`src/rfc_pkg.sv`:
```
package rfc_pkg;

    // Header slicing
    localparam int CHUNK_W    = 16;
    localparam int NUM_CHUNKS = 6;

    // Table geometry
    localparam int P0_ADDR_W = 8;
    localparam int P1_ADDR_W = 10;
    localparam int RULE_W    = 16;

    typedef logic [RULE_W-1:0] rule_t;

    // All ones sorts above every real rule, so a plain minimum works
    localparam rule_t RULE_NONE = '1;

    typedef struct packed {
        logic [31:0] src_ip;
        logic [31:0] dst_ip;
        logic [15:0] src_port;
        logic [15:0] dst_port;
    } header_fields_t;

    // Same 96 bits seen as fields or as six lookup chunks
    // Chunk 0 is the upper half of src_ip, chunk 5 is dst_port
    typedef union packed {
        header_fields_t                          fields;
        logic [0:NUM_CHUNKS-1][CHUNK_W-1:0]      chunks;
    } header_u;

    // Table targets for the write port
    typedef enum logic [3:0] {
        P0_C0   = 4'd0,
        P0_C1   = 4'd1,
        P0_C2   = 4'd2,
        P0_C3   = 4'd3,
        P0_C4   = 4'd4,
        P0_C5   = 4'd5,
        P1_A    = 4'd6,
        P1_B    = 4'd7,
        FINAL_T = 4'd8
    } table_sel_t;

    typedef logic [0:0] lane_id_t;

endpackage

```
`src/match_select.sv`:
```
`timescale 1ns/100ps

module match_select import rfc_pkg::*; (
    input  logic  clk,
    input  logic  rst_n,
    input  logic  packet_valid,
    output logic  packet_ready,
    output logic  advance,
    input  rule_t rule_a,
    input  rule_t rule_b,
    output logic  result_valid,
    output rule_t result,
    input  logic  result_ready
);

    // Lane depth from header capture to rule read data
    localparam int LANE_LATENCY = 6;

    logic [LANE_LATENCY-1:0] valid_pipe;
    logic                    accept;
    rule_t                   min_rule;

    // Whole pipeline moves unless a result is waiting on the consumer
    assign advance      = !result_valid || result_ready;
    assign packet_ready = advance;
    assign accept       = packet_valid && packet_ready;

    // No-match is all ones, so it only survives when both lanes miss
    assign min_rule = (rule_a < rule_b) ? rule_a : rule_b;

    // Valid bits shadow the lane stages one for one
    always_ff @(posedge clk or negedge rst_n) begin
        if (!rst_n) begin
            valid_pipe <= '0;
        end else if (advance) begin
            valid_pipe <= {valid_pipe[LANE_LATENCY-2:0], accept};
        end
    end

    // Edge 7: output register
    always_ff @(posedge clk or negedge rst_n) begin
        if (!rst_n) begin
            result_valid <= 1'b0;
            result       <= RULE_NONE;
        end else if (advance) begin
            result_valid <= valid_pipe[LANE_LATENCY-1];
            if (valid_pipe[LANE_LATENCY-1]) begin
                result <= min_rule;
            end
        end
    end

endmodule

```
`config.mk`:
```
export PLATFORM = sky130hd
export DESIGN_NAME = match_select
export DESIGN_NICKNAME = d
export VERILOG_FILES = /design/src/rfc_pkg.sv /design/src/match_select.sv
export SDC_FILE = /design/constraint.sdc
export NUM_CORES = 1
export LEC_CHECK = 0
export ABC_AREA = 1
export BUFFER_PORTS_ARGS = -buffer_cell sky130_fd_sc_hd__buf_2
export CAP_MARGIN = 30
export CORE_ASPECT_RATIO = 1.2
export CORE_MARGIN = 1
export CORE_UTILIZATION = 30
export CTS_CLUSTER_SIZE = 14
export DETAILED_ROUTE_END_ITERATION = 10
export SKIP_LAST_GASP = 1
export SLEW_MARGIN = 20
export SYNTH_ARGS = -nofsm -noshare
export SYNTH_HDL_FRONTEND = slang
export SYNTH_SLANG_ARGS = --single-unit
```
`constraint.sdc`:
```
create_clock -name clk -period 2.6 [get_ports clk]
set_input_delay 0.26 -clock clk [delete_from_list [all_inputs] [get_ports clk]]
set_output_delay 0.26 -clock clk [all_outputs]
set_load 0.01 [all_outputs]
```
# == Word level (Yosys, flattened, before mapping) ==
# Index checks and enable logic that the tools add are counted.
# classes
mux,1
order_cmp,1
n_reduce_logical,4
# ops
operator,n
$lt 16x16->1,1
$mux 16,1
$reduce_and 2->1,1
$logic_and 1x1->1,1
$logic_not 1->1,1
$logic_or 1x1->1,1
# word_totals
wordCells,9
ff_bits,23
inputBits,36

# == Depth between registers and ports, before layout ==
# depth
depth_word,3
mapped_depth,14

# == Worst setup path before layout ==
# OpenSTA, ideal clock, no wires.
# synth_path
path_type,in2reg
startpoint,input rule_b[15]
endpoint,register result[0]
path_buffers,1
cell_stages,9
required_ns,2.524
setup_slack_ns,1.123
t_arrival_ns,1.402
setup_ns,0.076
path_cell_list,inv_1 -> ha_1 -> a21oi_1 -> o21ai_1 -> nor2_4 -> buf_4 -> nand3_1 -> nand3_2 -> nand2_1
# synth_between
elab_chain_cells,2
# synth_rtl
item,line_no,text
start: declaration,match_select.sv:10,"input rule_t rule_b,"
$lt 16x16->1,match_select.sv:29,assign min_rule = (rule_a < rule_b) ? rule_a : rule_b;
$mux 16,match_select.sv:29,
end signal: assignment,match_select.sv:48,result <= min_rule;
end: declaration,match_select.sv:12,"output rule_t result,"
# No other way between the ends.
# A chain may end at the register's enable or synchronous reset.

# == Final worst setup path ==
# layout_path
startpoint,register result_valid
endpoint,output packet_ready
# layout_between
elab_chain_cells,2
# layout_rtl
item,line_no,text
start: declaration,match_select.sv:11,"output logic result_valid,"
start signal: assignment,match_select.sv:46,result_valid <= valid_pipe[LANE_LATENCY-1];
$logic_not 1->1,match_select.sv:24,assign advance = !result_valid || result_ready;
$logic_or 1x1->1,match_select.sv:24,
end: declaration,match_select.sv:7,"output logic packet_ready,"
# No other way between the ends.

==> metrics <==
max-slew violations 0; Max stage delay on crit path 340 ps; share of cells above drive strength 1 0.390; H-tree levels 1; compound-cell area share of the yosys netlist 0.0379; synthesis-stage register bit count 23; post-cts resize count 0; commonest non-fill, non-tap cell in the layout nand2_1; Synth area leaders dfstp_2 (25%), nand2_1 (15%), ha_1 (11%), dfrtp_1 (11%), inv_1 (9.1%); adder-cell share of the synthesized area 0.114; Non-Filler Instances roughly 330; row cnt 29; setup TNS 0 ps; vias post-DR approximately 1400; sequential area share after synthesis 0.361; Global Route Usage Sum 0.133; CP required 2340 ps; mapped cell area 1650 µm²; Synth area leader dfstp_2; antenna diode count 0; layout overhead on the synthesized area 22.1%; # Max-Cap Violations 0; Residual DRC 0; DIE WIDTH between 60 and 70 µm; Worst Path Max Fanout 10; drt total wl roughly 3.5 mm; Wirelength per Cell 10.6 µm; status finished, final reports clean; largest family of logic cells by synthesized area simple AND/OR/NAND/NOR gates; worst-path cell chain inv_1 -> nor2_2 -> clkinv_1 -> buf_2; Max clock buf depth 2; commonest cells after routing, fill and taps aside nand2_1 (64), buf_2 (54), inv_1 (40), nand3_1 (23), dfstp_2 (16); Hold Vio Cnt, Final 0; mux share of post-synthesis cell area 0; worst vdd ir around 0.00027 V; xor/xnor share of the synthesized area 0; Vias/cell ~4.3; Placed Instances about 330; GPL Wtd Cong approximately 0.72; gr ovfl total 0; Starting DRT DRC Count 56; Root Buffer clkbuf_8; top-area cell type share of the netlist area 0.255; Fill cells 570; min cycle time layout 1670 ps; simple-gate share of the synthesized area 0.364; Max Freq 0.599 GHz; RSZ-0062 raised after global routing no; Worst Setup Start Kind flip-flop; slew margin rel. 0.669; Mapped Cells roughly 220; Unique masters post-synth 24; vias in the first global route 1455; Clk pin slew, worst setup/hold paths 80 ps; Hold Path Class in2reg; Die H around 83 µm; Initial Util 0.312; Critical Path Slowest Stage Cell dfrtp_1; Arrival @ worst endpoint 1410 ps; Final Cycle Share 0.642; Pleak around 1.2 nW; CP Capture Type primary output; Top-Level Pins 55; largest net degree at the start of global routing 24; post-DP HPWL 2.84 mm; DRT Pass-1 Iters 4; Worst Skew 3.22 ps; Core Area between 5000 and 6000 µm²; first-pass GRT wire length 6.33 mm; worst skew pair latency 260 ps; initial antenna violation count 0; critical path class reg2out; post-synthesis net count 266; Avg Cell Area, Syn 7.68 µm²; Ys Warns 0; Power Dens Cells 812 nW/µm²; TritonCTS Buffers 3; Nets 321; Finish-stage setup viols 0; worst slew pin tran 496 ps; Sink Count 23; die area 5800 µm²; port bufs 54; remaining antenna violation count after routing 0; CTS tree done
worst max-delay path, delay by kind of cell, from the launching register on:
family	cells	cell delay, ps
buffers and inverters	3	570
flip-flops	1	340
AND/OR/NAND/NOR	1	240
logic make-up after synthesis:
logic type | Yosys count
buffers and inverters | 48
flip-flops | 23
AO/OA/AOI/OAI | 11
adder cells (fa/ha/maj) | 15
AND/OR/NAND/NOR | 118
where the power goes:
group / leakage [nW] / internal [mW] / switching (mW)
sequential: 0.254 / 0.619 / 0.0879
clock: 0.0228 / 0.109 / 0.109
combinational: 0.895 / 0.279 / 0.431
total: 1.17 / 1.01 / 0.628
metrics by stage:
step / worst slack (ps) / hold slack, ps / util / total power, mW / instance area (µm²)
after floorplan: 1120 / -35.6 / - / 1.18 / 1650
after global placement: 708 / 254 / 0.370 / 1.42 / 1960
after detailed placement: 683 / 257 / 0.370 / 1.43 / 1960
after CTS: 914 / 211 / 0.380 / 1.65 / 2010
after global routing: 742 / 224 / 0.380 / 1.79 / 2010
final: 930 / 211 / 0.380 / 1.63 / 2010
final timing paths:
| path | slack [ps] | start | end | cells after the start |
|---|---|---|---|---|
| setup / recovery | 930 | result_valid | packet_ready | 4 |
| hold / removal | 210 | packet_valid | valid_pipe[0] | 3 |
| setup reg to reg | 1220 | result_valid | result[5] | 6 |
| hold reg to reg | 470 | result[2] | result[2] | 2 |
| max in group asynchronous | 1750 | rst_n | result[6] | 2 |
| min in group asynchronous | 500 | rst_n | result_valid | 2 |
final cells by class:
class                           instances  area (µm²)  area share
Tap cell                               62        77.6      0.0385
Clock buffer                            4        45.0      0.0224
Timing Repair Buffer                   56         288       0.143
Inverter                               42         158      0.0783
Multi-Input combinational cell        144         851       0.422
Sequential cell                        23         596       0.296
Yosys cell counts, drive strengths merged:
| master | count |
|---|---|
| nand2 | 77 |
| inv | 41 |
| nand3 | 33 |
| dfstp | 16 |
| ha | 15 |
| dfrtp | 7 |
| a21oi | 6 |
| buf | 6 |
| nor2 | 6 |
| o21ai | 5 |
| clkinv | 1 |
| nand4 | 1 |
| nor3 | 1 |
metal layers:
layer	vias up	routed length, µm	GRT usage
li1	771	-	-
met1	612	1670	0.172
met2	40	1640	0.229
met3	4	151	0.0146
met4	0	44	0.0455
met5	-	0	0
flip-flops by register name, indices dropped and copies added, names as in the netlist:
signal        count
result           16
result_valid      1
valid_pipe        6
timing repair:
item	in CTS	in global routing
setup buffers	0	0
hold buffers	1	0
hold endpoints to repair	7	0
setup endpoints to repair	0	0
Power figures use the tool's default switching activity.
